--- src/source/stripe_macros.svh ---
`ifndef STRIPE_MACROS_SVH
`define STRIPE_MACROS_SVH

// Number of word banks. Must be a power of two and at least two
`define STRIPE_NUM_S 2

// Byte address width of the manager port
`define STRIPE_ADDR_WIDTH 20

// Data word width and its byte strobe
`define STRIPE_DATA_WIDTH 16
`define STRIPE_STRB_WIDTH ((`STRIPE_DATA_WIDTH + 7) / 8)

// Writes that may be in flight at once
`define STRIPE_QUEUE_DEPTH 2

// A 3-bit field gives a response delay of 0 to 7 cycles
`define STRIPE_DELAY_WIDTH 3

`endif
--- src/source/stripe_pkg.sv ---
`include "stripe_macros.svh"

package stripe_pkg;

  // From the bottom up, an address is byte offset, bank index, then row
  localparam int offset_bits = $clog2(`STRIPE_STRB_WIDTH);
  localparam int sel_bits = $clog2(`STRIPE_NUM_S);
  localparam int row_bits = `STRIPE_ADDR_WIDTH - sel_bits - offset_bits;

  typedef logic [sel_bits-1:0] bank_sel_t;

  typedef struct packed {
    logic [row_bits-1:0]    row;
    bank_sel_t              bank;
    logic [offset_bits-1:0] offset;
  } stripe_addr_fields_t;

  // Consecutive words land on consecutive banks because bank sits right above the offset
  typedef union packed {
    logic [`STRIPE_ADDR_WIDTH-1:0] flat;
    stripe_addr_fields_t           fields;
  } stripe_addr_u;

  typedef struct packed {
    stripe_addr_u addr;
  } aw_chan_t;

  typedef struct packed {
    logic [`STRIPE_DATA_WIDTH-1:0] data;
    logic [`STRIPE_STRB_WIDTH-1:0] strb;
  } w_chan_t;

  typedef struct packed {
    logic [1:0] resp;
  } b_chan_t;

  typedef struct packed {
    logic                           protect;
    logic [`STRIPE_DELAY_WIDTH-1:0] delay;
  } bank_cfg_t;

  typedef struct packed {
    logic                           strobe;
    bank_sel_t                      bank;
    logic                           protect;
    logic [`STRIPE_DELAY_WIDTH-1:0] delay;
  } cfg_write_t;

  localparam logic [1:0] resp_okay = 2'b00;
  localparam logic [1:0] resp_slverr = 2'b10;

endpackage

--- src/source/stripe_config.sv ---
`include "stripe_macros.svh"

module stripe_config (
  input  logic                                      axi_clk,
  input  logic                                      reset,
  input  stripe_pkg::cfg_write_t                    cfg,
  output stripe_pkg::bank_cfg_t [`STRIPE_NUM_S-1:0] bank_cfg
);
  import stripe_pkg::*;

  // One register per bank. A strobe only loads the bank it names
  for (genvar g = 0; g < `STRIPE_NUM_S; g++) begin : g_cfg
    logic hit;

    assign hit = cfg.strobe && (cfg.bank == bank_sel_t'(g));

    always_ff @(posedge axi_clk) begin
      if (reset) begin
        bank_cfg[g] <= bank_cfg_t'{protect: 1'b0, delay: '0};
      end else if (hit) begin
        bank_cfg[g] <= bank_cfg_t'{protect: cfg.protect, delay: cfg.delay};
      end
    end
  end

endmodule

--- config.mk ---
export PLATFORM = sky130hd
export DESIGN_NAME = stripe_config
export DESIGN_NICKNAME = d
export VERILOG_FILES = /design/src/source/stripe_pkg.sv /design/src/source/stripe_config.sv
export VERILOG_INCLUDE_DIRS = /design/src /design/src/source
export SDC_FILE = /design/constraint.sdc
export NUM_CORES = 1
export LEC_CHECK = 0
export ABC_AREA = 1
export ABC_CLOCK_PERIOD_IN_PS = 1350
export BUFFER_PORTS_ARGS = -buffer_cell sky130_fd_sc_hd__buf_2
export CAP_MARGIN = 10
export CORE_AREA = 2 2 39 41
export CTS_CLUSTER_SIZE = 20
export DETAILED_ROUTE_END_ITERATION = 8
export DIE_AREA = 0 0 41 43
export MAX_ROUTING_LAYER = met4
export PLACE_DENSITY = 0.55
export SLEW_MARGIN = 10
export SYNTH_ARGS = -nofsm -noshare
export SYNTH_HDL_FRONTEND = slang
export SYNTH_SLANG_ARGS = --single-unit
export TNS_END_PERCENT = 5
--- constraint.sdc ---
create_clock -name axi_clk -period 1.35 [get_ports axi_clk]
set_input_delay 0.0675 -clock axi_clk [delete_from_list [all_inputs] [get_ports axi_clk]]
set_output_delay 0.0675 -clock axi_clk [all_outputs]
set_load 0.01 [all_outputs]
**After elaboration in Yosys (flattened, before gate mapping)**

Cells that the tools add are included.

- Reductions and logical operators: 2
- Bitwise operators: 1

Operators with widths:

| cell | count |
|---|---|
| $logic_and 1x1->1 | 2 |
| $not 1->1 | 1 |

- Output and inout port bits: 8
- Register bits: 8
- Input port bits: 8

**Depth between registers and ports, before layout**

- Depth after elaboration: 2
- Mapped depth: 5
- Mapped depth without buffers: 4

**Worst setup path before layout**

Ideal clock, no wire load.

- Kind: register -> register
- From: register bank_cfg[4] (netlist name)
- To: register bank_cfg[4] (netlist name)
- Stages on the path, launching flop included: 3
- Slack: 0.772 ns
- Period minus slack after synthesis: 0.578 ns
- Arrival: 0.509 ns
- Path through: dfxtp_1 nand2_1 a21oi_1

RTL lines:

| element | RTL line | RTL |
|---|---|---|
| end signal: indexed assignment | stripe_config.sv:19 | `bank_cfg[g] <= bank_cfg_t'{protect: 1'b0, delay: '0};` |
| end signal: indexed assignment | stripe_config.sv:21 | `bank_cfg[g] <= bank_cfg_t'{protect: cfg.protect, delay: cfg.delay};` |
| end: declaration | stripe_config.sv:7 | `` output stripe_pkg::bank_cfg_t [`STRIPE_NUM_S-1:0] bank_cfg `` |

**Worst setup path in the final report**

- From: register bank_cfg[4] (netlist name)
- To: output port bank_cfg[4] (netlist name)

No word-level cell between the ends.

==> impl_metrics.py <==
metrics = {
    "yosys": {
        "synth_area_leaders": "dfxtp_1 49%, nand3_1 12%, nand2_1 10%, nor2_1 9.3%, a21oi_1 6.2%",
        "avgSynthCellArea_um2": 7.04,
        "synth_top_area_share_pct": 49.4,
        "synth_top_area_cell": "dfxtp_1",
        "yosys_warnings": 0,
        "synth.distinct_cells": 10,
        "synth_seq_cells": 8,
        "synth_fp_nets": 54,
        "ys_seq_area_share_pct": 49.4,
        "syn_area_um2": 324,
        "syn_inst": 46,
    },
    "clock_tree": {
        "clock_path_buffers": 2,
        "clock_latency_ns": 0.25,
        "post_cts_resized": 0,
        "clk_pin_slew_ns": 0.05,
        "ctsHtreeMaxLevel": 1,
        "postCtsSetupRepairBufs": 0,
        "cts.sinks": 8,
        "clock-root-buffer": "clkbuf_4",
        "cts_buffers": 3,
        "hold_buffers": 0,
        "cts_tree": "done",
    },
    "timing": {
        "fin_crit_sh_pct": 57.2,
        "rsz0062_at_grt": "false",
        "setup-violations-final": 0,
        "drv_slew": 0,
        "tightest_slew_ns": 0.172,
        "relSlewSlack_pct": 88.5,
        "totalNegativeSetupSlack_ns": 0,
        "hold_viol_final": 0,
        "fin_crit_ns": 0.773,
        "timing.fmax_ghz": 1.29,
        "hold_ws_ns": 0.0355,
        "skew_ns": 0,
        "timing.final.ws_setup_ns": 0.577,
    },
    "critical_path": {
        "crit_fanout": 2,
        "critPathSlowestCell": "dfxtp_1",
        "crit_family": "flip-flops",
        "reg2reg_to": "bank_cfg[4]",
        "timing.rr.start": "bank_cfg[4]",
        "worstSetupPathType": "register to output pin",
        "crit_path_end_kind": "output pin",
        "critPathRequiredTime_ns": 1.28,
        "cp.depth": 1,
        "worst_ep_arrival_time_ns": 0.71,
        "endpoint": "bank_cfg[4]",
        "critPathBufInv": 1,
        "reg2reg_depth": 2,
        "path_cells": "buf_2",
        "cp-start-kind": "register",
        "ff2ff_setup_slack_ns": 0.79,
        "cp_slowest_stage_delay_ns": 0.33,
        "startpoint": "bank_cfg[4]",
    },
    "grt": {
        "grt_start_max_net_pins": 11,
        "grt_pass1_vias": 283,
        "antenna_found_initial": 0,
        "grt_pass1_wl_um": 1140,
        "grt.total_usage_pct": 10.2,
        "grt-ovfl-total": 0,
    },
    "run": {
        "cap_violations": 0,
    },
    "drt": {
        "routed_wl_um": 670,
        "wl_met3_um": 46,
        "wire_per_inst_um": 8.48,
        "vias": 322,
        "route.top_layer_used": "met3",
        "viasPerCell": 4.08,
        "drc": 0,
        "drtPass1Iterations": 2,
        "ant_nets": 0,
        "drt-initial-drc-count": 3,
        "met1Wirelength_um": 307,
        "wl_met2_um": 316,
    },
    "power_and_ir_drop": {
        "power_frac_seq_pct": 50.3,
        "p_switching_mw": 0.126,
        "clkPwrFrac_pct": 35.8,
        "total_leakage_power_nw": 0.229,
        "share_comb_of_total_power_pct": 14.0,
        "peakVddDrop_uv": 518,
        "power_density_mw_per_mm2": 1170,
        "p_int_mw": 0.381,
        "p_sw_share_pct": 24.9,
    },
    "hold_path": {
        "hp-class": "primary input to register",
    },
    "final_layout": {
        "nets": 73,
        "drive_gt1_share_pct": 33.3,
        "fill_cells": 158,
        "reg.largest.list": "bank_cfg: 8 flops",
        "largest_reg_flops": 8,
        "top_register": "bank_cfg",
        "diodes": 0,
        "syn2layout_area_growth_pct": 34.0,
    },
    "place": {
        "gp_congestion": 0.718,
        "pre_cts_ws_ns": 0.673,
        "portBuffers": 15,
        "hpwl_um": 551,
    },
    "floorplanning": {
        "start_util_pct": 23.4,
        "dieArea_mm2": 0.00176,
        "io-pin-count": 16,
        "coreArea_mm2": 0.00138,
        "die_h_um": 43,
        "rows": 14,
        "die_w_um": 41,
    },
    "status": {
        "status": "finished clean",
    },
}
==> power groups by stage <==
stage                     Clock, mW  Sequential, mW  Combinational (mW)
after floorplan                   0           0.267              0.0337
after global placement            0           0.260              0.0718
after detailed placement          0           0.261              0.0724
after CTS                     0.195           0.255              0.0727
after global routing          0.203           0.257              0.0815
final                         0.181           0.255              0.0708
==> Yosys cell counts <==
library cell  n
a21oi_1       4
buf_4         1
clkinv_1      1
dfxtp_1       8
inv_1         4
inv_2         2
nand2_1       9
nand3_1       8
nor2_1        8
nor2_2        1
==> worst reg2reg max path: cells and delay by family, from the launching register on <==
family | cells | cell delay [ns]
flops | 1 | 0.33
compound gates | 1 | 0.11
simple gates | 1 | 0.05
==> area by class of cell <==
class	count	area, um2	share of cell area [%]
timing repair buffer	15	75.1	17.3
multi-input combinational	30	130	30.0
inverter	7	26.3	6.05
tap	16	20.0	4.61
clock buffer	3	22.5	5.19
sequential	8	160	36.9
==> cells in the final DEF, fill, tap and decap left out, drive strengths merged <==
master	synthesis	layout
a21oi	4	4
buf	1	15
clkbuf	0	3
clkinv	1	1
dfxtp	8	8
inv	6	6
nand2	9	9
nand3	8	8
nor2	9	9
==> metal layers <==
| metal | track usage, % | vias up |
|---|---|---|
| met5 | - | - |
| met4 | 8.00 | 0 |
| met3 | 3.14 | 0 |
| met2 | 13.8 | 8 |
| met1 | 11.9 | 135 |
| li1 | - | 179 |
==> kinds of logic (layout without fill, tap and decap cells) <==
kind of cell / Yosys count / count (layout) / share of synthesized area [%]
flip-flops: 8 / 8 / 49.4
buffers and inverters: 8 / 25 / 10.4
AO/OA/AOI/OAI: 4 / 4 / 6.18
AND/OR/NAND/NOR: 26 / 26 / 34.0
==> how the worst min path moves through the flow <==
stage / startpoint / endpoint / slack, ns / depth (start not counted)
finish: reset / bank_cfg[5] / 0.04 / 2
CTS: reset / bank_cfg[7] / 0.03 / 2
detailed placement: reset / bank_cfg[4] / 0.30 / 2
global route: reset / bank_cfg[7] / 0.04 / 2
floorplan: reset / bank_cfg[4] / 0.14 / 1
global placement: reset / bank_cfg[6] / 0.30 / 2
==> metrics by stage <==
step / power [mW] / util, % / instance area (um2) / cells
2_1_floorplan: 0.301 / - / 324 / 46
4_1_cts: 0.523 / 31.4 / 434 / 79
3_3_place_gp: 0.332 / 29.7 / 412 / 76
3_5_place_dp: 0.333 / 29.7 / 412 / 76
5_1_grt: 0.542 / 31.4 / 434 / 79
6_report: 0.507 / 31.4 / 434 / 79
Power figures use the tool's default switching activity.
