$ cat config.mk
export PLATFORM = sky130hd
export DESIGN_NAME = stripe_router
export DESIGN_NICKNAME = d
export VERILOG_FILES = /design/src/source/stripe_pkg.sv /design/src/source/stripe_router.sv
export VERILOG_INCLUDE_DIRS = /design/src /design/src/source
export SDC_FILE = /design/constraint.sdc
export NUM_CORES = 1
export LEC_CHECK = 0
export BUFFER_PORTS_ARGS = -buffer_cell sky130_fd_sc_hd__buf_4
export CORE_UTILIZATION = 28
export CTS_BUF_LIST = sky130_fd_sc_hd__clkbuf_4 sky130_fd_sc_hd__clkbuf_8
export DETAILED_ROUTE_END_ITERATION = 7
export GPL_ROUTABILITY_DRIVEN = 0
export PLACE_DENSITY = 0.82
export SLEW_MARGIN = 10
export SYNTH_ARGS = -nofsm -noshare
export SYNTH_HDL_FRONTEND = slang
export SYNTH_SLANG_ARGS = --single-unit
$ cat constraint.sdc
create_clock -name axi_clk -period 2.4 [get_ports axi_clk]
set_clock_uncertainty 0.1 [all_clocks]
set_input_delay 0.72 -clock axi_clk [delete_from_list [all_inputs] [get_ports axi_clk]]
set_output_delay 0.72 -clock axi_clk [all_outputs]
set_load 0.1 [all_outputs]
$ cat src/source/stripe_macros.svh
`ifndef STRIPE_MACROS_SVH
`define STRIPE_MACROS_SVH

// Number of word banks. Must be a power of two and at least two
`define STRIPE_NUM_S 2

// Byte address width of the manager port
`define STRIPE_ADDR_WIDTH 20

// Data word width and its byte strobe
`define STRIPE_DATA_WIDTH 16
`define STRIPE_STRB_WIDTH ((`STRIPE_DATA_WIDTH + 7) / 8)

// Writes that may be in flight at once
`define STRIPE_QUEUE_DEPTH 2

// A 3-bit field gives a response delay of 0 to 7 cycles
`define STRIPE_DELAY_WIDTH 3

`endif
$ cat src/source/stripe_pkg.sv
`include "stripe_macros.svh"

package stripe_pkg;

  // From the bottom up, an address is byte offset, bank index, then row
  localparam int offset_bits = $clog2(`STRIPE_STRB_WIDTH);
  localparam int sel_bits = $clog2(`STRIPE_NUM_S);
  localparam int row_bits = `STRIPE_ADDR_WIDTH - sel_bits - offset_bits;

  typedef logic [sel_bits-1:0] bank_sel_t;

  typedef struct packed {
    logic [row_bits-1:0]    row;
    bank_sel_t              bank;
    logic [offset_bits-1:0] offset;
  } stripe_addr_fields_t;

  // Consecutive words land on consecutive banks because bank sits right above the offset
  typedef union packed {
    logic [`STRIPE_ADDR_WIDTH-1:0] flat;
    stripe_addr_fields_t           fields;
  } stripe_addr_u;

  typedef struct packed {
    stripe_addr_u addr;
  } aw_chan_t;

  typedef struct packed {
    logic [`STRIPE_DATA_WIDTH-1:0] data;
    logic [`STRIPE_STRB_WIDTH-1:0] strb;
  } w_chan_t;

  typedef struct packed {
    logic [1:0] resp;
  } b_chan_t;

  typedef struct packed {
    logic                           protect;
    logic [`STRIPE_DELAY_WIDTH-1:0] delay;
  } bank_cfg_t;

  typedef struct packed {
    logic                           strobe;
    bank_sel_t                      bank;
    logic                           protect;
    logic [`STRIPE_DELAY_WIDTH-1:0] delay;
  } cfg_write_t;

  localparam logic [1:0] resp_okay = 2'b00;
  localparam logic [1:0] resp_slverr = 2'b10;

endpackage

$ cat src/source/stripe_router.sv
`include "stripe_macros.svh"

module stripe_router (
  input  logic                                           axi_clk,
  input  logic                                           reset,

  input  logic                                           awvalid,
  input  stripe_pkg::stripe_addr_u                       aw_addr,
  input  logic                                           req_accepted,
  input  logic                                           resp_accepted,
  output stripe_pkg::bank_sel_t                          req_sel,
  output stripe_pkg::bank_sel_t                          resp_sel,
  output logic                                           req_active,
  output logic                                           resp_active,

  input  logic                                           rd_en,
  input  stripe_pkg::stripe_addr_u                       rd_addr,
  output logic [`STRIPE_NUM_S-1:0]                       bank_rd_en,
  input  logic [`STRIPE_NUM_S-1:0][`STRIPE_DATA_WIDTH-1:0] bank_rd_data,
  output logic                                           rd_valid,
  output logic [`STRIPE_DATA_WIDTH-1:0]                  rd_data
);
  import stripe_pkg::*;

  localparam int depth = `STRIPE_QUEUE_DEPTH;
  localparam int ptr_bits = (depth > 1) ? $clog2(depth) : 1;
  localparam int count_bits = $clog2(depth + 1);

  bank_sel_t             queue [depth];
  logic [ptr_bits-1:0]   head;
  logic [ptr_bits-1:0]   tail;
  logic [count_bits-1:0] count;
  bank_sel_t             rd_sel;

  function automatic logic [ptr_bits-1:0] next_ptr(input logic [ptr_bits-1:0] ptr);
    return (ptr == ptr_bits'(depth - 1)) ? '0 : ptr + 1'b1;
  endfunction

  // With no address on offer the request side points at bank 0
  assign req_sel     = awvalid ? aw_addr.fields.bank : '0;
  assign req_active  = count != count_bits'(depth);
  assign resp_active = count != '0;
  assign resp_sel    = queue[head];

  // Banks in acceptance order, so B can be returned in that order
  always_ff @(posedge axi_clk) begin
    if (reset) begin
      head  <= '0;
      tail  <= '0;
      count <= '0;
    end else begin
      if (req_accepted) tail <= next_ptr(tail);
      if (resp_accepted) head <= next_ptr(head);
      case ({req_accepted, resp_accepted})
        2'b10:   count <= count + 1'b1;
        2'b01:   count <= count - 1'b1;
        default: count <= count;
      endcase
    end
  end

  always_ff @(posedge axi_clk) begin
    if (req_accepted) queue[tail] <= req_sel;
  end

  always_comb begin
    bank_rd_en = '0;
    bank_rd_en[rd_addr.fields.bank] = rd_en;
  end

  always_ff @(posedge axi_clk) begin
    if (reset) rd_valid <= 1'b0;
    else rd_valid <= rd_en;
  end

  // The bank registers its word, so only the index is kept here for the return mux
  always_ff @(posedge axi_clk) begin
    if (rd_en) rd_sel <= rd_addr.fields.bank;
  end

  assign rd_data = bank_rd_data[rd_sel];

endmodule

## Word level (Yosys, flattened, before mapping)

Memories as Yosys holds them, arrays and structs flattened. A register that Yosys moved wholly into a read port is not among the register bits.
Index checks and enable logic that the tools add are counted.

| word-level totals | value |
|---|---|
| register bits after elaboration | 6 |
| bits in writable memories | 2 |
| output and inout port bits | 23 |
| word-level logic and storage cells | 32 |
| memories kept | 1 |

Memories:

| name | depth | bits a word | read ports | clocked after memory_dff | write ports | line | RTL |
|---|---|---|---|---|---|---|---|
| queue | 2 | 1 | 1 | 1 | 1 | stripe_router.sv:29 | `bank_sel_t queue [depth];` |

| operators by class | value |
|---|---|
| $add $sub $neg | 4 |
| order comparisons | 3 |
| eq/ne operators | 3 |
| mux-type cells | 12 |
| bitwise gates (word level) | 1 |
| reductions and logical operators | 3 |

Operator list:

| operator | number |
|---|---|
| $mux 16 | 2 |
| $mux 1 | 8 |
| $lt 1x2->1 const B | 2 |
| $pmux 2 s2 | 1 |
| $reduce_bool 2->1 | 2 |
| $add 1x1->1 const B | 2 |
| $add 2x1->2 const B | 1 |
| $and 2x2->2 | 1 |
| $eq 2x1->1 const B | 1 |
| $eq 2x2->1 const B | 1 |
| $ne 2x2->1 const B | 1 |
| $sub 2x1->2 const B | 1 |
| $demux 1 s1 | 1 |
| $ge 1x1->1 const B | 1 |
| $logic_and 1x1->1 | 1 |

## Logic depth before layout (Yosys ltp)

Gate-level depths: netlist of run 1.

| depth | value |
|---|---|
| depth in word-level cells | 5 |
| mapped depth | 5 |
| mapped depth without buffers | 5 |

## Least setup slack after synthesis of run 1

No wires, ideal clock.

| timing path | value |
|---|---|
| path kind | input -> output |
| start | input rd_addr[1] in the netlist's numbering |
| end | output bank_rd_en[0] |
| data arrival time | 2.055 ns |
| data required time | 1.580 ns |
| path slack | -0.475 ns |
| stages | 1 |
| buffers on the path | 0 |
| path through | nor2b_1 |

| between the ends | value |
|---|---|
| longest elaborated chain between the ends | 5 |
| elaborated cells between the ends (all ways) | 6 |

RTL lines:

| element | line | RTL |
|---|---|---|
| start, declared | stripe_router.sv:17 | `input stripe_pkg::stripe_addr_u rd_addr,` |
| $lt 1x2->1 (implied by the code) / $ge 1x1->1 (equally long branches) | stripe_router.sv:68 | `bank_rd_en[rd_addr.fields.bank] = rd_en;` |
| $logic_and 1x1->1 (implied by the code) | stripe_router.sv:68 |  |
| $mux 1 (implied by the code) | stripe_router.sv:68 |  |
| $demux 1 s1 (*) | stripe_router.sv:68 |  |
| $and 2x2->2 (no source line) (*) | n/a |  |
| end, declared | stripe_router.sv:18 | `` output logic [`STRIPE_NUM_S-1:0] bank_rd_en, `` |

Mark *: on every way between the ends. The rest lies on a longest branch, timed or not.

## Worst setup path after layout of run 1

| timing path | value |
|---|---|
| start | register rd_sel |
| end | output rd_data[5] |

| between the ends | value |
|---|---|
| longest elaborated chain between the ends | 2 |

RTL lines:

| element | line | RTL |
|---|---|---|
| start, declared | stripe_router.sv:33 | `bank_sel_t rd_sel;` |
| start signal, assigned | stripe_router.sv:78 | `if (rd_en) rd_sel <= rd_addr.fields.bank;` |
| $mux 16 (implied by the code) (2 in a row) | stripe_router.sv:81 | `assign rd_data = bank_rd_data[rd_sel];` |
| end, declared | stripe_router.sv:21 | `` output logic [`STRIPE_DATA_WIDTH-1:0] rd_data `` |

No other way between the ends. The select of a mux whose other input is x is not followed.

==> results of run 1 <==
worst min-delay path by stage:
stage	from	to	slack [ps]	cells after the start
5_1_grt	count[1]	count[1]	460	2
2_1_floorplan	count[1]	count[1]	360	2
6_report	count[1]	count[1]	420	2
4_1_cts	count[1]	count[1]	420	2
3_5_place_dp	head	flip-flop	420	2
3_3_place_gp	count[1]	count[1]	380	2
worst max-delay path: stages, from the launching register on:
cell,delay (ps)
edfxtp_1,320
buf_4,220
mux2_2,370
buf_4,230
power breakdown:
group	internal (W)	total, W	switching [W]
registers	0.000173	0.000181	0.00000868
logic	0.000125	0.000442	0.000317
clock network	0.0000752	0.000125	0.0000495
total	0.000372	0.000748	0.000375
metrics by stage:
step | util, % | cells | cell area [sq um]
after floorplan | - | 49 | 544
final | 60.6 | 139 | 1070
after global placement | 58.9 | 135 | 1040
after global routing | 60.6 | 139 | 1070
after detailed placement | 58.9 | 135 | 1040
after CTS | 60.6 | 139 | 1070
cells in the final DEF (no fill, tap or decap):
cell       n
a21oi_1    1
and2_1     3
buf_4     63
clkbuf_4   4
dfxtp_1    6
edfxtp_1   3
ha_1       1
inv_1      1
mux2_1    11
mux2_2     6
nand2b_1   1
nor2_1     5
nor2b_1    1
nor2b_2    1
o21ai_0    1
or2_2      1
or3_1      1
xnor2_1    3
xor2_1     1
kinds of logic after synthesis:
family	after synthesis
DFF	9
adders and majority gates	1
muxes	17
AOI/OAI and AO/OA	2
xor gates and xnor gates	4
buffers and inverters	3
and+or+nand+nor	13
cell type report:
cell class	instances	area, sq um	share of cell area [%]
sequential	9	210	19.7
inverter	1	3.75	0.351
tap	25	31.3	2.93
clock buffer	4	30.0	2.81
timing repair buffer	63	473	44.3
multi-input combinational	37	320	30.0
metal layers:
| layer | GRT usage [%] | vias up |
|---|---|---|
| met3 | 5.16 | 0 |
| li1 | - | 300 |
| met5 | 0 | - |
| met4 | 7.06 | 0 |
| met2 | 23.9 | 41 |
| met1 | 14.3 | 266 |
==> impl_results.md, run 1 <==
- LEAKAGE: about 0.53 nW
- Antenna diode count: 0
- Top_reg_cell synth: dfxtp_1
- Top cell type's share of synthesized area: a little under a quarter
- Drt total wl: between 1500 and 2000 microns
- Simple-Gate Fraction of Synth Area: 12.7%
- GRT Util Overall: roughly 14%
- RR Startpoint: count[0]
- Hold crit path type: reg2reg
- FF+latch count, synth: 9
- Root Buffer: clkbuf_4
- Initial core utilization: a little under a third
- Vias in the first global route: 553
- Pre-CTS setup slack: between 200 and 250 ps
- CP Capture Point: rd_data[5]
- Synthesized cell area: 542 sq um
- Post-synthesis mux area share: 35.3%
- Tmin final: 2210 ps
- Syn nets: 128
- Cell with the most instances after synthesis: mux2_1
- Cells on worst reg2reg path: 3
- H-tree depth: 1
- # hold bufs at CTS: 0
- Critical R2R Capture: count[1]
- WP data required: ~1600 ps
- Avg Cell Area, Syn: about 11 sq um
- Iteration-0 DRC Markers: 0
- Initial antenna violation count: 0
- Final hold vios: 0
- Xor and xnor area share after synthesis: under 10%
- RSZ-0062 raised after global routing: no
- Synth Instances: 49
- Global route total overflow: 0
- Filler Cell Count: roughly 170
- Routed Antenna Nets: 0
- CP arrival: between 1000 and 1500 ps
- Clock transition at path regs: 60 ps
- TritonCTS clock tree: done
- Cell taking the most area after synthesis: mux2_1
- IO Count: roughly 100
- Max Cap Viol: 0
- Slew HR: between 80% and 90%
- CORE AREA: between 1500 and 2000 sq um
- Slew @ Worst Pin: around 290 ps
- Largest net degree at the start of global routing: 17
- Final Setup Violations: 0
- Die extent in y: 46.0 microns
- Worst Slack Setup Final: 186 ps
- DR WL/cell: 11.2 microns
- Fin crit share: about 90%
- Share of cells above drive strength 1: between 60% and 70%
- Vias per inst: about 4.4
- Met2 routed WL: about 750 microns
- CTS buffer count: 3
- Metal-1 WL: about 540 microns
- Die width: about 46 microns
- Vias: between 600 and 700
- First-pass iteration count of the detailed router: 1
- Post-synthesis compound-gate area fraction: ~1.8%
- First-pass GRT wire length: around 2200 microns
- Number of synthesized flops with an enable pin: 3
- Residual DRC: 0
- Synth unique cells: 17
- Post-synth ARST share: 0%
- Crit path launch type: flip-flop
- Peak VDD IR: between 0.4 and 0.5 mV
- Crit path from: rd_sel
- Status: completed
- DP HPWL: around 1300 microns
- Postcts setup bufs: 0
- Register area share after synthesis: 38.8%
- Pwr Density: 700 nW/um^2
- Die Area: roughly 2100 sq um
- Clock sink count: 9
- Top Metal Used: met3
- Cell Rows: 15
- Worst-Skew Late Latency: approximately 250 ps
- Overall power: 0.000748 W
- Commonest cells post-synth: mux2_1 (11), dfxtp_1 (6), mux2_2 (6)
- Post-CTS resize count: 0
- Area Growth Syn to Fin: 97.2%
- Synth area leaders: mux2_1 (23%), dfxtp_1 (22%), edfxtp_1 (17%)
- Setup slack, reg-to-reg: roughly 1300 ps
- CP Max Fanout: 16
- Final-stage net count: 194
- WHS: about 420 ps
- Fin Setup TNS: 0 ps
- Max Root-Sink Buffers: 2
- Max Transition Viols Final: 0
- Post-Synth Adder-Cell Area: ~2.3%
- Met3 wire len: roughly 270 microns
- CP endpoint kind: primary output
- Synth Warn #: 0
- Peak Freq: approximately 450 MHz
- Largest family of logic cells by synthesized area: multiplexers
- CP Class: reg2out
- IO buf count: 62
(Power assumes the default switching activity.)
==> run 2, diff against run 1 <==
--- a/config.mk
+++ b/config.mk
@@ -6,12 +6,13 @@
 export SDC_FILE = /design/constraint.sdc
 export NUM_CORES = 1
 export LEC_CHECK = 0
+export ABC_AREA = 1
 export BUFFER_PORTS_ARGS = -buffer_cell sky130_fd_sc_hd__buf_4
-export CORE_UTILIZATION = 28
+export CORE_UTILIZATION = 31
 export CTS_BUF_LIST = sky130_fd_sc_hd__clkbuf_4 sky130_fd_sc_hd__clkbuf_8
 export DETAILED_ROUTE_END_ITERATION = 7
 export GPL_ROUTABILITY_DRIVEN = 0
-export PLACE_DENSITY = 0.82
+export PLACE_DENSITY = 0.84
 export SLEW_MARGIN = 10
 export SYNTH_ARGS = -nofsm -noshare
 export SYNTH_HDL_FRONTEND = slang
==> run 2 against run 1 <==
Effect of this change:
- worst hold slack lost 0.87 ps
- die area increased by 3.3%
- global-route usage is 2.7 points higher
- count of clock-buffer cells in the layout stayed put
- first-iteration DRC count grew 7
- critical path depth unchanged
- power is 0.52% higher
- non-clock buffer count did not move
- synthesized area is 15% higher
- register-to-register slack better by 170 ps
- utilization is 1.9 points higher
- largest cell class unchanged
==> impl_results.md, run 2 <==
- IO buf count: between 60 and 70
- Area Growth Syn to Fin: 81.5%
- Max Root-Sink Buffers: 2
- Cell taking the most area after synthesis: mux2_4
- Overall power: 0.000752 W
- Largest net degree at the start of global routing: 17
- H-tree depth: 1
- Max Transition Viols Final: 0
- CTS buffer count: 3
- Antenna diode count: 0
- Cells on worst reg2reg path: 5
- Dpl cells: between 100 and 150
- CP endpoint kind: primary output
- Synth unique cells: 16
- Top_reg_cell synth: dfxtp_1
- Post-CTS resize count: 0
- CP Max Fanout: 16
- Metal-1 WL: between 600 and 700 microns
- Clock sink count: 9
- Share of cells above drive strength 1: between 60% and 70%
- Root Buffer: clkbuf_4
- Hold path depth: 2
- Status: completed
- Hold path endpoint: tail
- Multi-input logic area: between 300 and 400 sq um
- Register area: around 210 sq um
- Commonest non-fill, non-tap cell in the layout: buf_4
- WP data required: between 1500 and 2000 ps
- Top Metal Used: met3
- Slew HR: roughly 81%
- FF+latch count, synth: 9
- DR WL/cell: 12.9 microns
- Final hold vios: 0
- Commonest cells post-synth: mux2_4 (10), nor2_1 (10), inv_1 (9)
- Critical R2R Capture: count[1]
- Vias per inst: between 4 and 5
- Iteration-0 DRC Markers: 7
- Tmin final: between 2000 and 2500 ps
- Residual DRC: 0
- Layout Cells excl Fill: 152
- Crit path launch type: flip-flop
- Routed Antenna Nets: 0
- Final-stage net count: a little over 200
- Synthesized cell area: around 620 sq um
- Avg Cell Area, Syn: around 10 sq um
- Placed inst area: 1100 sq um
- LEAKAGE: approximately 0.62 nW
- CORE AREA: ~1800 sq um
- Register area share after synthesis: around a third
- Fin crit share: a little over nine tenths
- Synth area leaders: mux2_4 (24%), dfxtp_1 (19%), edfxtp_1 (15%)
- Vias: 679
- Met2 routed WL: 993 microns
- First-pass GRT wire length: 2550 microns
- RSZ-0062 raised after global routing: no
- Fin Setup TNS: 0 ps
- Number of synthesized flops with an enable pin: 3
- Drt total wl: 1950 microns
- Die width: ~47 microns
- Design Area, Final: approximately 1100 sq um
- Peak VDD IR: between 0.3 and 0.4 mV
- Met3 wire len: approximately 340 microns
- Postcts setup bufs: 0
- Slew @ Worst Pin: 291 ps
- IO Count: 101
- Die extent in y: ~47 microns
- TritonCTS clock tree: done
- Min-Delay Startpoint: tail
- First-pass iteration count of the detailed router: 4
- CP Class: reg2out
- # hold bufs at CTS: 0
- Pwr Density: between 600 and 700 nW/um^2
- RR Startpoint: count[0]
- Initial antenna violation count: 0
- GRT Util Overall: 16.5%
- Syn nets: approximately 140
- Max Cap Viol: 0
- Hold crit path type: reg2reg
- Synth Instances: 62
- Final Setup Violations: 0
- Util after Layout: 62.5%
- Cell Rows: 15
- CP arrival: approximately 1500 ps
- Initial core utilization: 34.4%
- Die Area: 2180 sq um
- Post-synth ARST share: 0%
- Clock transition at path regs: around 60 ps
- Vias in the first global route: around 680
- Synth Warn #: 0
- Global route total overflow: 0
- Setup slack, reg-to-reg: 1470 ps
- Worst-Skew Late Latency: between 200 and 300 ps
- DP HPWL: roughly 1600 microns
- Most frequent cells in the layout: buf_4 (63), mux2_4 (10), inv_1 (9), nor2_1 (9), nand2_1 (8)
- Filler Cell Count: around 170
- Peak Freq: 440 MHz
- Top cell type's share of synthesized area: approximately a quarter
-- run 2: cell types whose count changed in the layout (fill, tap and decap cells not counted), moves of 2 or more --
cell	previous run	this run
inv_1	1	9
mux2_1	11	0
mux2_4	0	10
nor2_1	5	9
xnor2_1	3	1
nand2_1	0	8
and2_1	3	0
-- run 2: logic make-up (layout without fill, tap and decap cells) --
family	Yosys count	after routing	synth area share, %
AND/OR/NAND/NOR	21	21	13.7
multiplexers	17	17	36.9
buffers and inverters	11	76	10.5
flip-flops	9	9	33.9
AO/OA/AOI/OAI	2	2	1.61
adder cells (fa/ha/maj)	1	1	2.02
XOR/XNOR	1	1	1.41
-- run 2: metrics by stage --
step | setup slack [ps] | hold WS [ps]
after floorplan | 44.3 | 380
after global placement | 258 | 394
after detailed placement | 254 | 413
after CTS | 127 | 423
after global routing | 83.5 | 463
final | 127 | 421
-- run 2: worst max-delay path, stage by stage (launching register included) --
cell and delay, ps:
edfxtp_1 320, buf_4 260, mux2_2 370, buf_4 230
-- run 2: worst max path at each step --
| stage | startpoint | to | slack, ps | depth (start not counted) |
|---|---|---|---|---|
| after floorplan | rd_en | bank_rd_en[0] | 40 | 2 |
| after global placement | bank_rd_data[4] | rd_data[4] | 260 | 3 |
| after detailed placement | bank_rd_data[4] | rd_data[4] | 250 | 3 |
| after CTS | rd_sel | rd_data[3] | 130 | 3 |
| after global routing | rd_sel | rd_data[9] | 80 | 3 |
| final | rd_sel | rd_data[3] | 130 | 3 |
-- run 2: layout make-up --
class	count	area share, %
inverters	9	3.00
flip-flops and latches	9	18.7
well taps	25	2.78
repair buffers	63	42.0
multi-input cells	42	30.9
clock buffers	4	2.67
-- run 2: where the power goes --
part           switching, W  internal, W
logic              0.000316     0.000132
registers        0.00000722     0.000171
clock network     0.0000510    0.0000752
-- run 2: per-layer routing --
metal / track usage [%] / vias to the layer above
li1: - / 332
met1: 13.1 / 301
met2: 35.6 / 46
met3: 5.77 / 0
met4: 5.14 / 0
met5: 0 / -
