`src/source/stripe_macros.svh`:
```
`ifndef STRIPE_MACROS_SVH
`define STRIPE_MACROS_SVH

// Number of word banks. Must be a power of two and at least two
`define STRIPE_NUM_S 2

// Byte address width of the manager port
`define STRIPE_ADDR_WIDTH 20

// Data word width and its byte strobe
`define STRIPE_DATA_WIDTH 16
`define STRIPE_STRB_WIDTH ((`STRIPE_DATA_WIDTH + 7) / 8)

// Writes that may be in flight at once
`define STRIPE_QUEUE_DEPTH 2

// A 3-bit field gives a response delay of 0 to 7 cycles
`define STRIPE_DELAY_WIDTH 3

`endif
```
`src/source/stripe_pkg.sv`:
```
`include "stripe_macros.svh"

package stripe_pkg;

  // From the bottom up, an address is byte offset, bank index, then row
  localparam int offset_bits = $clog2(`STRIPE_STRB_WIDTH);
  localparam int sel_bits = $clog2(`STRIPE_NUM_S);
  localparam int row_bits = `STRIPE_ADDR_WIDTH - sel_bits - offset_bits;

  typedef logic [sel_bits-1:0] bank_sel_t;

  typedef struct packed {
    logic [row_bits-1:0]    row;
    bank_sel_t              bank;
    logic [offset_bits-1:0] offset;
  } stripe_addr_fields_t;

  // Consecutive words land on consecutive banks because bank sits right above the offset
  typedef union packed {
    logic [`STRIPE_ADDR_WIDTH-1:0] flat;
    stripe_addr_fields_t           fields;
  } stripe_addr_u;

  typedef struct packed {
    stripe_addr_u addr;
  } aw_chan_t;

  typedef struct packed {
    logic [`STRIPE_DATA_WIDTH-1:0] data;
    logic [`STRIPE_STRB_WIDTH-1:0] strb;
  } w_chan_t;

  typedef struct packed {
    logic [1:0] resp;
  } b_chan_t;

  typedef struct packed {
    logic                           protect;
    logic [`STRIPE_DELAY_WIDTH-1:0] delay;
  } bank_cfg_t;

  typedef struct packed {
    logic                           strobe;
    bank_sel_t                      bank;
    logic                           protect;
    logic [`STRIPE_DELAY_WIDTH-1:0] delay;
  } cfg_write_t;

  localparam logic [1:0] resp_okay = 2'b00;
  localparam logic [1:0] resp_slverr = 2'b10;

endpackage

```
`src/source/stripe_writer.sv`:
```
`include "stripe_macros.svh"

module stripe_writer (
  input  logic                                        axi_clk,
  input  logic                                        reset,

  // Manager port
  input  logic                                        awvalid,
  output logic                                        awready,
  input  stripe_pkg::aw_chan_t                        aw,
  input  logic                                        wvalid,
  output logic                                        wready,
  input  stripe_pkg::w_chan_t                         w,
  output logic                                        bvalid,
  input  logic                                        bready,
  output stripe_pkg::b_chan_t                         b,

  // Router
  output logic                                        req_awvalid,
  output stripe_pkg::stripe_addr_u                    req_addr,
  output logic                                        req_accepted,
  output logic                                        resp_accepted,
  input  stripe_pkg::bank_sel_t                       req_sel,
  input  stripe_pkg::bank_sel_t                       resp_sel,
  input  logic                                        req_active,
  input  logic                                        resp_active,

  // Banks
  output logic [`STRIPE_NUM_S-1:0]                    bank_awvalid,
  output stripe_pkg::aw_chan_t                        bank_aw,
  input  logic [`STRIPE_NUM_S-1:0]                    bank_awready,
  output logic [`STRIPE_NUM_S-1:0]                    bank_wvalid,
  output stripe_pkg::w_chan_t                         bank_w,
  input  logic [`STRIPE_NUM_S-1:0]                    bank_wready,
  input  logic [`STRIPE_NUM_S-1:0]                    bank_bvalid,
  output logic [`STRIPE_NUM_S-1:0]                    bank_bready,
  input  stripe_pkg::b_chan_t [`STRIPE_NUM_S-1:0]     bank_b
);
  import stripe_pkg::*;

  logic                          awdone;
  logic                          wdone;
  logic                          aw_xfer;
  logic                          w_xfer;
  logic                          aw_have;
  logic                          w_have;
  logic [`STRIPE_ADDR_WIDTH-1:0] aw_addr_hold;
  w_chan_t                       w_hold;
  aw_chan_t                      aw_cur;
  w_chan_t                       w_cur;

  assign aw_xfer = awvalid && awready;
  assign w_xfer  = wvalid && wready;

  // Each half is remembered until the bank takes the pair
  always_ff @(posedge axi_clk) begin
    if (reset) begin
      awdone <= 1'b0;
      wdone  <= 1'b0;
    end else if (req_accepted) begin
      awdone <= 1'b0;
      wdone  <= 1'b0;
    end else begin
      if (aw_xfer) awdone <= 1'b1;
      if (w_xfer) wdone <= 1'b1;
    end
  end

  always_ff @(posedge axi_clk) begin
    if (aw_xfer) aw_addr_hold <= aw.addr.flat;
    if (w_xfer) w_hold <= w;
  end

  // A half already taken comes from the hold register, otherwise straight from the port
  always_comb begin
    aw_cur.addr.flat = awdone ? aw_addr_hold : aw.addr.flat;
    w_cur            = wdone ? w_hold : w;
  end

  assign aw_have     = awdone || awvalid;
  assign w_have      = wdone || wvalid;

  assign req_awvalid = aw_have;
  assign req_addr    = aw_cur.addr;
  assign bank_aw     = aw_cur;
  assign bank_w      = w_cur;

  // The bank stores on the edge where it sees both halves while idle
  assign req_accepted  = req_active && aw_have && w_have &&
                         bank_awready[req_sel] && bank_wready[req_sel];
  assign resp_accepted = bvalid && bready;

  always_comb begin
    bank_awvalid = '0;
    bank_wvalid  = '0;
    bank_bready  = '0;
    awready      = 1'b0;
    wready       = 1'b0;
    bvalid       = 1'b0;
    b            = '0;

    if (req_active) begin
      bank_awvalid[req_sel] = aw_have;
      bank_wvalid[req_sel]  = w_have;
      awready               = !awdone && bank_awready[req_sel];
      wready                = !wdone && bank_wready[req_sel];
    end

    // Only the oldest outstanding bank may answer
    if (resp_active) begin
      bank_bready[resp_sel] = bready;
      bvalid                = bank_bvalid[resp_sel];
      b                     = bank_b[resp_sel];
    end
  end

endmodule

```
`config.mk`:
```
export PLATFORM = sky130hd
export DESIGN_NAME = stripe_writer
export DESIGN_NICKNAME = d
export VERILOG_FILES = /design/src/source/stripe_pkg.sv /design/src/source/stripe_writer.sv
export VERILOG_INCLUDE_DIRS = /design/src /design/src/source
export SDC_FILE = /design/constraint.sdc
export NUM_CORES = 1
export LEC_CHECK = 0
export ABC_AREA = 1
export BUFFER_PORTS_ARGS = -buffer_cell sky130_fd_sc_hd__buf_2
export CORE_MARGIN = 3
export CORE_UTILIZATION = 25
export CTS_CLUSTER_DIAMETER = 80
export DETAILED_ROUTE_END_ITERATION = 7
export PLACE_DENSITY = 0.53
export SYNTH_ARGS = -nofsm -noshare
export SYNTH_HDL_FRONTEND = slang
export SYNTH_SLANG_ARGS = --single-unit
```
`constraint.sdc`:
```
create_clock -name axi_clk -period 3 [get_ports axi_clk]
set_clock_uncertainty 0.05 [all_clocks]
set_input_delay 0.3 -clock axi_clk [delete_from_list [all_inputs] [get_ports axi_clk]]
set_output_delay 0.3 -clock axi_clk [all_outputs]
set_load 0.01 [all_outputs]
```
== Word level (Yosys, flattened, before mapping) ==
Index checks and enable logic that the tools add are counted.

* Bitwise logic cells: 3
* $lt $le $gt $ge: 4
* Multiplexer cells: 21
* Reductions and logical operators: 16

{| class="wikitable"
|+ Operators with widths
! kind !! number
|-
| two-way mux 20 bit || 1
|-
| two-way mux 18 bit || 1
|-
| two-way mux 2 bit || 6
|-
| logical AND 1 bit || 11
|-
| two-way mux 1 bit || 11
|-
| bitwise AND 2 bit || 3
|-
| less-than comparator 1 x 2 -> 1 bit (second input constant) || 2
|-
| demux 1 bit (select 1 bit) || 2
|-
| >= comparator 1 bit (second input constant) || 2
|-
| zero test 1 bit || 2
|-
| logical OR 1 bit || 2
|-
| OR reduction 2 bit || 1
|}

* Input bits: 57
* Word-level logic and storage cells: 49
* Register bits after elaboration: 40
* Output and inout port bits: 72

== Depth between registers and ports, before layout ==
Gate-level depths: netlist (run 1).

* Depth in word-level cells: 6
* Mapped depth: 7
* Gate-level depth less buffers: 7

== Worst setup path after synthesis (run 1) ==
OpenSTA, ideal clock, no wires.

* Kind: reg-to-reg
* From: register awdone
* To: register aw_addr_hold[0] (enable)
* Path buffers: 1
* Library setup time: 375 ps
* Slack: 1550 ps
* Data arrival time: 1025 ps
* Period minus slack after synthesis: 1450 ps
* Cell stages (with the launch flop): 5
* Required time: 2575 ps
* Cell sequence: dfxtp_1 buf_2 nor2_1 nand3_1 inv_1

* Word-level cells in the longest chain between the ends: 4

{| class="wikitable"
|+ Ends and longest elaborated chain
! item !! line !! text
|-
| start, declared || stripe_writer.sv:41 || <nowiki>logic awdone;</nowiki>
|-
| start signal, assigned || stripe_writer.sv:58 || <nowiki>awdone <= 1'b0;</nowiki>
|-
| start signal, assigned || stripe_writer.sv:61 || <nowiki>awdone <= 1'b0;</nowiki>
|-
| start signal, assigned || stripe_writer.sv:64 || <nowiki>if (aw_xfer) awdone <= 1'b1;</nowiki>
|-
| zero test 1 bit || stripe_writer.sv:105 || <nowiki>awready = !awdone && bank_awready[req_sel];</nowiki>
|-
| logical AND 1 bit || stripe_writer.sv:105 ||
|-
| two-way mux 1 bit || stripe_writer.sv:102 || <nowiki>if (req_active) begin</nowiki>
|-
| logical AND 1 bit || stripe_writer.sv:52 || <nowiki>assign aw_xfer = awvalid && awready;</nowiki>
|-
| via aw_xfer || stripe_writer.sv:43 || <nowiki>logic aw_xfer;</nowiki>
|-
| end signal, assigned || stripe_writer.sv:70 || <nowiki>if (aw_xfer) aw_addr_hold <= aw.addr.flat;</nowiki>
|-
| end, declared || stripe_writer.sv:47 || <nowiki>logic [`STRIPE_ADDR_WIDTH-1:0] aw_addr_hold;</nowiki>
|}

The timed path passes the listed nets, and every way through them passes these cells.
A chain may end at the register's enable or synchronous reset.

==> results of run 1 <==
cell type report:
type,instances,share of cell area (%)
well taps,102,4.59
multi-input cells,161,23.1
clock buffers,6,2.97
inverters,18,2.43
clock inverters,2,1.21
flip-flops and latches,40,42.4
repair buffers,129,23.3
how the worst max path moves through the flow:
stage	startpoint	end	cells past startpoint
6_report	wdone$_SDFFE_PP0P_	bank_w[8]	4
5_1_grt	wdone$_SDFFE_PP0P_	bank_w[12]	4
4_1_cts	wdone$_SDFFE_PP0P_	bank_w[8]	4
3_5_place_dp	wdone$_SDFFE_PP0P_	bank_w[8]	4
3_3_place_gp	wdone$_SDFFE_PP0P_	bank_w[8]	4
2_1_floorplan	awdone$_SDFFE_PP0P_	aw_addr_hold[0]$_DFFE_PP_	4
layer usage:
| metal | share of wire [%] | track usage [%] | vias up |
|---|---|---|---|
| met2 | 49 | 17.1 | 70 |
| met4 | 0.83 | 2.88 | 2 |
| met1 | 42 | 11.5 | 781 |
| li1 | - | - | 962 |
| met3 | 7.7 | 3.02 | 6 |
| met5 | 0.26 | 0 | - |
through the flow:
step                cells  hold slack (ps)  util, %  instance area, µm²
floorplan             247              349        -                2080
global placement      450              442     33.8                2670
detailed placement    450              443     33.8                2670
CTS                   458              135     35.3                2780
global route          458              138     35.3                2780
finish                458              152     35.3                2780
flip-flops by register name (all words and copies together) (netlist names):
| signal | count |
|---|---|
| aw_addr_hold | 20 |
| awdone | 1 |
| w_hold | 18 |
| wdone | 1 |
Yosys cell counts, drive strengths merged:
master	instances	area, µm²
inv	18	67.6
o21ai	1	8.76
buf	28	193
nor3	4	20.0
a21oi	1	5.00
nand3	5	25.0
nor2	12	50.1
dfxtp	2	40.0
nand2	138	533
edfxtp	38	1140
placed cells by master (no fill, tap or decap), drive strengths merged:
master / instances
clkinv: 1
inv: 18
a21oi: 1
edfxtp: 38
clkbuf: 6
buf: 129
o21ai: 1
bufinv: 1
nor2: 12
nand2: 138
dfxtp: 2
nor3: 4
nand3: 5
critical path, cell delays in order, from the launching register on:
cell	delay (ps)
dfxtp_1	820
inv_2	320
nand2_1	150
nand2_1	60
buf_2	140
power by group through the flow:
stage,Combinational (mW),Clock [mW],Sequential (mW)
final,0.264,0.445,0.641
after global routing,0.293,0.478,0.643
after detailed placement,0.268,0,0.654
after CTS,0.269,0.466,0.641
after global placement,0.266,0,0.653
after floorplan,0.171,0,0.647
cells by family after synthesis:
kind of cell,Yosys count,synth area share [%]
AOI/OAI and AO/OA,2,0.661
buffers and inverters,46,12.5
DFF,40,56.7
and+or+nand+nor,159,30.2
==> impl_metrics.yaml, run 1 <==
status:
  status: "finished, final reports clean"
placed_design:
  hpwl_um: 3930
  pre_cts_ws_ps: 1080
  port_buffers: 128
  gp_congestion: 0.724
die:
  coreArea_um2: 7890
  num_io_pins: 129
  die_h_um: 97.3
  die_w_um: 97.3
  initial_core_util_pct: 26.4
  row_count: 32
  die_area_um2: 9460
pwr:
  internal-power_mw: 1.01
  pwr-share-clk_pct: 33.0
  seq_power_share_pct: 47.5
  swShare_pct: 25.3
  combPwrFrac_pct: 19.5
  powerDensity_nw_per_um2: 485
  power_switching_uw: 341
  power_mw: 1.35
  ir_worst_vdd_mv: 0.222
  leakagePower_nw: 1.48
drt:
  drtIter0Drc: 56
  wl_um: 4960
  wl_per_cell_um: 10.8
  ant_nets: 0
  viasPerCell: 3.98
  dr.pass1.iters: 4
  drcViolationCount: 0
  vias: 1821
hold_path:
  min_path_type: "in -> reg"
  min_delay_worst_endpoint: "w_hold[1]$_DFFE_PP_"
  hold_start: "w[1]"
  holdPathStages: 1
global_route:
  grt_pass1_vias: 1722
  grt_remaining_overflow: 0
  grt_usage_pct: 9.79
  grt_pass1_wl_um: 7760
  grt_start_max_net_pins: 23
  antenna_found_initial: 1
timing:
  fin_tns_setup_ps: 0
  period_share_pct: 71.0
  worst_slew_pin_slew_ps: 767
  hold_viol_final: 0
  max_freq_ghz: 0.470
  finalMaxSlewViolations: 0
  period_needed_ps: 2130
  setup_slack_ps: 870
  relSlewSlack_pct: 48.8
  rsz0062_at_grt: "false"
  finalSetupViolCount: 0
worst_setup_path:
  reg2reg_slack_ps: 1150
  reg2regPathDepth: 3
  worstPathRequired_ps: 2650
  regToRegEndpoint: "w_hold[8]$_DFFE_PP_"
  crit_type: "reg -> out"
  timing.rr.start: "wdone$_SDFFE_PP0P_"
  cp.arrival_ps: 1780
  critPathMaxFanout: 22
  worstSetupEndpointType: "output pin"
  critPathLaunchType: "flop"
clocking:
  tritoncts: "yes"
  clk_pin_slew_ps: 80
  cts-buffers-inserted: 5
  cts_buffer_depth: 2
  ctsHoldBuffers: 0
  clockRootBuffer: "clkbuf_8"
  cts-resized-gates: 0
  clk_latency_ps: 280
  cts_sinks: 40
  cts.htree.levels: 2
  post-cts-setup-buffers: 0
finish:
  regArea_um2: 1180
  antenna_cells: 0
  area_delta_synth_final_pct: 33.6
  final_nets: 412
  drive_gt1_share_pct: 41.9
  fill_cells: 851
  multi_input_area_um2: 642
flow_run:
  maxCapViolations: 0
synth:
  ys_types: 14
  seq_area_frac_synth_pct: 56.7
  ys_warn_count: 0
  synth.avg_cell_area_um2: 8.43
  synth_area_um2: 2080
  ys_ff_latch: 40
  netlist_instances: 247
  synthesis.nets: 304
(Power assumes the default switching activity.)
==> run 2, diff against run 1 <==
==> constraint.sdc (replaced) <==
create_clock -name axi_clk -period 1.97 [get_ports axi_clk]
set_clock_uncertainty 0.05 [all_clocks]
set_input_delay 0.197 -clock axi_clk [delete_from_list [all_inputs] [get_ports axi_clk]]
set_output_delay 0.197 -clock axi_clk [all_outputs]
set_load 0.01 [all_outputs]
==> run 2 against run 1 <==
Effect of this change: utilization is 0.22 points higher; register-to-register slack worse by 540 ps; die area stayed put; combinational power grew 56%.
==> impl_metrics.yaml, run 2 (synthesis gave the netlist of run 1 again) <==
status:
  status: "finished, final reports clean"
finish:
  top_regs: "aw_addr_hold (20), w_hold (18)"
  area_delta_synth_final_pct: 34.4
  drive_gt1_share_pct: 42.6
  final_nets: 415
  fill_cells: 842
  final_common_cell: "nand2_1"
  antenna_cells: 0
  regMostFlops: "aw_addr_hold"
  largest_register_ff_count: 20
  layout_common_cells: "nand2_1 (132), buf_2 (128), edfxtp_1 (38)"
timing:
  period_share_pct: 85.2
  finalSetupViolCount: 0
  max_freq_ghz: 0.596
  worst_slew_pin_slew_ps: 394
  period_needed_ps: 1680
  rsz0062_at_grt: "false"
  finalMaxSlewViolations: 0
  hold_viol_final: 0
  relSlewSlack_pct: 73.7
  fin_tns_setup_ps: 0
placed_design:
  port_buffers: 128
  gp_congestion: 0.771
  hpwl_um: 3970
worst_setup_path:
  crit_path_frequent_cell: "nand2_1"
  cpMaxStageDelayCell: "dfxtp_1"
  worstPathCellList: "inv_2, nand2_1, nand2_1, buf_2"
  worstSetupEndpointType: "output pin"
  cp.arrival_ps: 1430
  crit_type: "reg -> out"
  critPathLaunchType: "flop"
  path_delay_family: "flip-flops"
  cpPeakStageDelay_ps: 560
  worstPathRequired_ps: 1720
  crit_buf_inv: 2
  critPathMaxFanout: 21
clocking:
  cts_buffer_depth: 2
  cts-buffers-inserted: 5
  clk_latency_ps: 280
  cts.htree.levels: 2
  clk_pin_slew_ps: 80
  tritoncts: "yes"
  cts_sinks: 40
  post-cts-setup-buffers: 0
  ctsHoldBuffers: 0
  clockRootBuffer: "clkbuf_8"
  cts-resized-gates: 0
drt:
  route.met3.wl_um: 402
  highest_layer: "met4"
  wl_per_cell_um: 11.1
  dr.pass1.iters: 4
  vias: 1804
  drcViolationCount: 0
  wl_um: 5130
  viasPerCell: 3.91
  wl_met2_um: 2530
  met1Wirelength_um: 2170
  drtIter0Drc: 27
  ant_nets: 0
hold_path:
  min_path_type: "in -> reg"
pwr:
  power_mw: 2.05
  powerDensity_nw_per_um2: 731
  leakagePower_nw: 1.49
  ir_worst_vdd_mv: 0.264
die:
  coreArea_um2: 7890
  die_h_um: 97.3
  num_io_pins: 129
  initial_core_util_pct: 26.4
  row_count: 32
  die_area_um2: 9460
  die_w_um: 97.3
global_route:
  grt_start_max_net_pins: 22
  grt_remaining_overflow: 0
  grt_pass1_vias: 1644
  grt_pass1_wl_um: 7800
  grt_usage_pct: 10.1
  antenna_found_initial: 0
flow_run:
  maxCapViolations: 0
## run 2: cell type report
class                      count  area (µm²)  area share (%)
clock inverter                 3        42.5            1.52
multi-input combinational    161         642            22.9
tap                          102         128            4.56
sequential                    40        1180            42.2
clock buffer                   5        68.8            2.46
timing repair buffer         132         671            23.9
inverter                      18        67.6            2.41
## run 2: worst paths after layout
| kind | startpoint | to | slack (ps) | cells past startpoint |
|---|---|---|---|---|
| max | awdone$_SDFFE_PP0P_ | req_addr[4] | 290 | 4 |
| min | w[12] | w_hold[12]$_DFFE_PP_ | 40 | 1 |
| max reg2reg | awdone$_SDFFE_PP0P_ | aw_addr_hold[16]$_DFFE_PP_ | 610 | 4 |
| min reg2reg | wdone$_SDFFE_PP0P_ | wdone$_SDFFE_PP0P_ | 640 | 5 |
## run 2: report_power, final
part / switching [mW] / internal [mW] / total (mW)
logic: 0.242 / 0.169 / 0.411
registers: 0.00999 / 0.961 / 0.971
clock network: 0.290 / 0.375 / 0.664
total: 0.541 / 1.50 / 2.05
## run 2: stage by stage
| stage | utilization [%] | cell area [µm²] | cells | setup WS [ps] | hold WS, ps |
|---|---|---|---|---|---|
| after floorplan | - | 2080 | 247 | 520 | 246 |
| after global placement | 34.1 | 2690 | 453 | 585 | 338 |
| after detailed placement | 34.1 | 2690 | 453 | 555 | 339 |
| after CTS | 35.5 | 2800 | 461 | 224 | 24.2 |
| after global routing | 35.5 | 2800 | 461 | 105 | 28.3 |
| final | 35.5 | 2800 | 461 | 292 | 43.4 |
## run 2: per-layer routing
layer	GRT usage (%)	vias to the layer above
met4	2.56	0
met2	18.2	68
met5	0	-
met3	2.87	4
li1	-	967
met1	11.7	765
==> run 3, diff against run 2 <==
--- a/config.mk
+++ b/config.mk
@@ -12,7 +12,7 @@
 export CORE_UTILIZATION = 25
 export CTS_CLUSTER_DIAMETER = 80
 export DETAILED_ROUTE_END_ITERATION = 7
-export PLACE_DENSITY = 0.53
+export PLACE_DENSITY = 0.54
 export SYNTH_ARGS = -nofsm -noshare
 export SYNTH_HDL_FRONTEND = slang
 export SYNTH_SLANG_ARGS = --single-unit
==> constraint.sdc (replaced) <==
create_clock -name axi_clk -period 1.49 [get_ports axi_clk]
set_clock_uncertainty 0.05 [all_clocks]
set_input_delay 0.149 -clock axi_clk [delete_from_list [all_inputs] [get_ports axi_clk]]
set_output_delay 0.149 -clock axi_clk [all_outputs]
set_load 0.01 [all_outputs]
==> run 3 against run 2 <==
Effect of this change: combinational power grew 46%; clock power shrank 2%; power grew 24%; largest cell class unchanged; first-iteration DRC count grew 56%.
==> impl_metrics.yaml, run 3 (synthesis gave the netlist of run 1 again) <==
die:
  coreArea_um2: 7890
  num_io_pins: 129
  die_h_um: 97.3
  die_area_um2: 9460
  die_w_um: 97.3
  initial_core_util_pct: 26.4
  row_count: 32
global_route:
  grt_usage_pct: 10.8
  antenna_found_initial: 0
  grt_pass1_vias: 1831
  grt_start_max_net_pins: 22
  grt_remaining_overflow: 0
  grt_pass1_wl_um: 8510
drt:
  viasPerCell: 3.94
  ant_nets: 0
  wl_um: 5220
  drcViolationCount: 0
  wl_per_cell_um: 10.8
  vias: 1898
  drtIter0Drc: 42
  dr.pass1.iters: 4
timing:
  relSlewSlack_pct: 84.4
  finalMaxSlewViolations: 0
  setup_slack_ps: 113
  period_share_pct: 92.4
  finalSetupViolCount: 0
  fin_tns_setup_ps: 0
  rsz0062_at_grt: "false"
  max_freq_ghz: 0.726
  worst_slew_pin_slew_ps: 233
  hold_viol_final: 0
  period_needed_ps: 1380
worst_setup_path:
  critPathMaxFanout: 5
  worstPathRequired_ps: 1290
  worstPathCellList: "nor2_1, nor2_2, nand2_2, inv_1, buf_2"
  cpMaxStageDelayCell: "dfxtp_2"
  worstSetupEndpointType: "output pin"
  cpPeakStageDelay_ps: 360
  cp.arrival_ps: 1180
  critPathLaunchType: "flop"
  crit_type: "reg -> out"
pwr:
  powerDensity_nw_per_um2: 836
  leakagePower_nw: 1.58
  ir_worst_vdd_mv: 0.395
clocking:
  tritoncts: "yes"
  clockRootBuffer: "clkbuf_8"
  cts.htree.levels: 2
  cts_buffer_depth: 2
  clk_latency_ps: 280
  cts-buffers-inserted: 5
  post-cts-setup-buffers: 0
  clk_pin_slew_ps: 70
  cts_sinks: 40
finish:
  multi_input_area_um2: 642
  drive_gt1_share_pct: 40.3
  antenna_cells: 0
  layout_common_cells: "nand2_1 (132), buf_2 (128), edfxtp_1 (38)"
  fill_cells: 819
  regMostFlops: "aw_addr_hold"
  largest_register_ff_count: 20
  regArea_um2: 1180
  top_regs: "aw_addr_hold (20), w_hold (18)"
  area_delta_synth_final_pct: 45.5
  final_nets: 437
  final_common_cell: "nand2_1"
placed_design:
  gp_congestion: 0.745
  hpwl_um: 3990
  port_buffers: 128
  pre_cts_ws_ps: 258
hold_path:
  min_path_type: "in -> reg"
status:
  status: "finished, final reports clean"
flow_run:
  maxCapViolations: 0
## run 3: through the flow
| step | utilization [%] | power [mW] | area, µm² | instances | hold slack, ps |
|---|---|---|---|---|---|
| after CTS | 38.0 | 2.59 | 3000 | 480 | 0.640 |
| after floorplan | - | 1.65 | 2080 | 247 | 198 |
| after detailed placement | 34.4 | 1.87 | 2710 | 453 | 292 |
| after global routing | 38.4 | 2.69 | 3030 | 482 | 0.934 |
| final | 38.4 | 2.53 | 3030 | 482 | 13.7 |
| after global placement | 34.4 | 1.86 | 2710 | 453 | 293 |
## run 3: final timing paths
check | from | end | slack, ps | cells past startpoint
min reg2reg | wdone$_SDFFE_PP0P_ | wdone$_SDFFE_PP0P_ | 650 | 5
max reg2reg | awdone$_SDFFE_PP0P_ | aw_addr_hold[15]$_DFFE_PP_ | 310 | 4
min | w[3] | w_hold[3]$_DFFE_PP_ | 10 | 1
max | wdone$_SDFFE_PP0P_ | req_accepted | 110 | 5
## run 3: layer usage
| metal | GRT usage, % | part of all wire, % |
|---|---|---|
| met1 | 13.0 | 42 |
| met5 | 0 | 0 |
| met4 | 2.56 | 0.27 |
| met3 | 2.87 | 8.2 |
| met2 | 19.2 | 49 |
## run 3: power by group
part           switching [mW]  total (mW)  internal (mW)
combinational           0.330       0.601          0.271
clock                   0.331       0.649          0.318
sequential             0.0131        1.28           1.27
## run 3: area by class of cell
cell class	count	area share, %
timing repair buffer	154	30.6
multi-input combinational	161	21.2
clock buffer	6	2.39
tap	102	4.21
inverter	18	2.39
sequential	40	39.1
clock inverter	1	0.165
## run 3: critical path: cells and delay by family, from the launching register on
family	cells	cell delay, ps
DFF	1	360
and+or+nand+nor	3	370
buffers and inverters	2	170
## run 3: timing repair
item / in CTS / in global routing
endpoints found under the hold margin: 20 / 2
endpoints found under the setup margin: 41 / 25
gates resized for setup: 3 / 5
hold buffers: 20 / 2
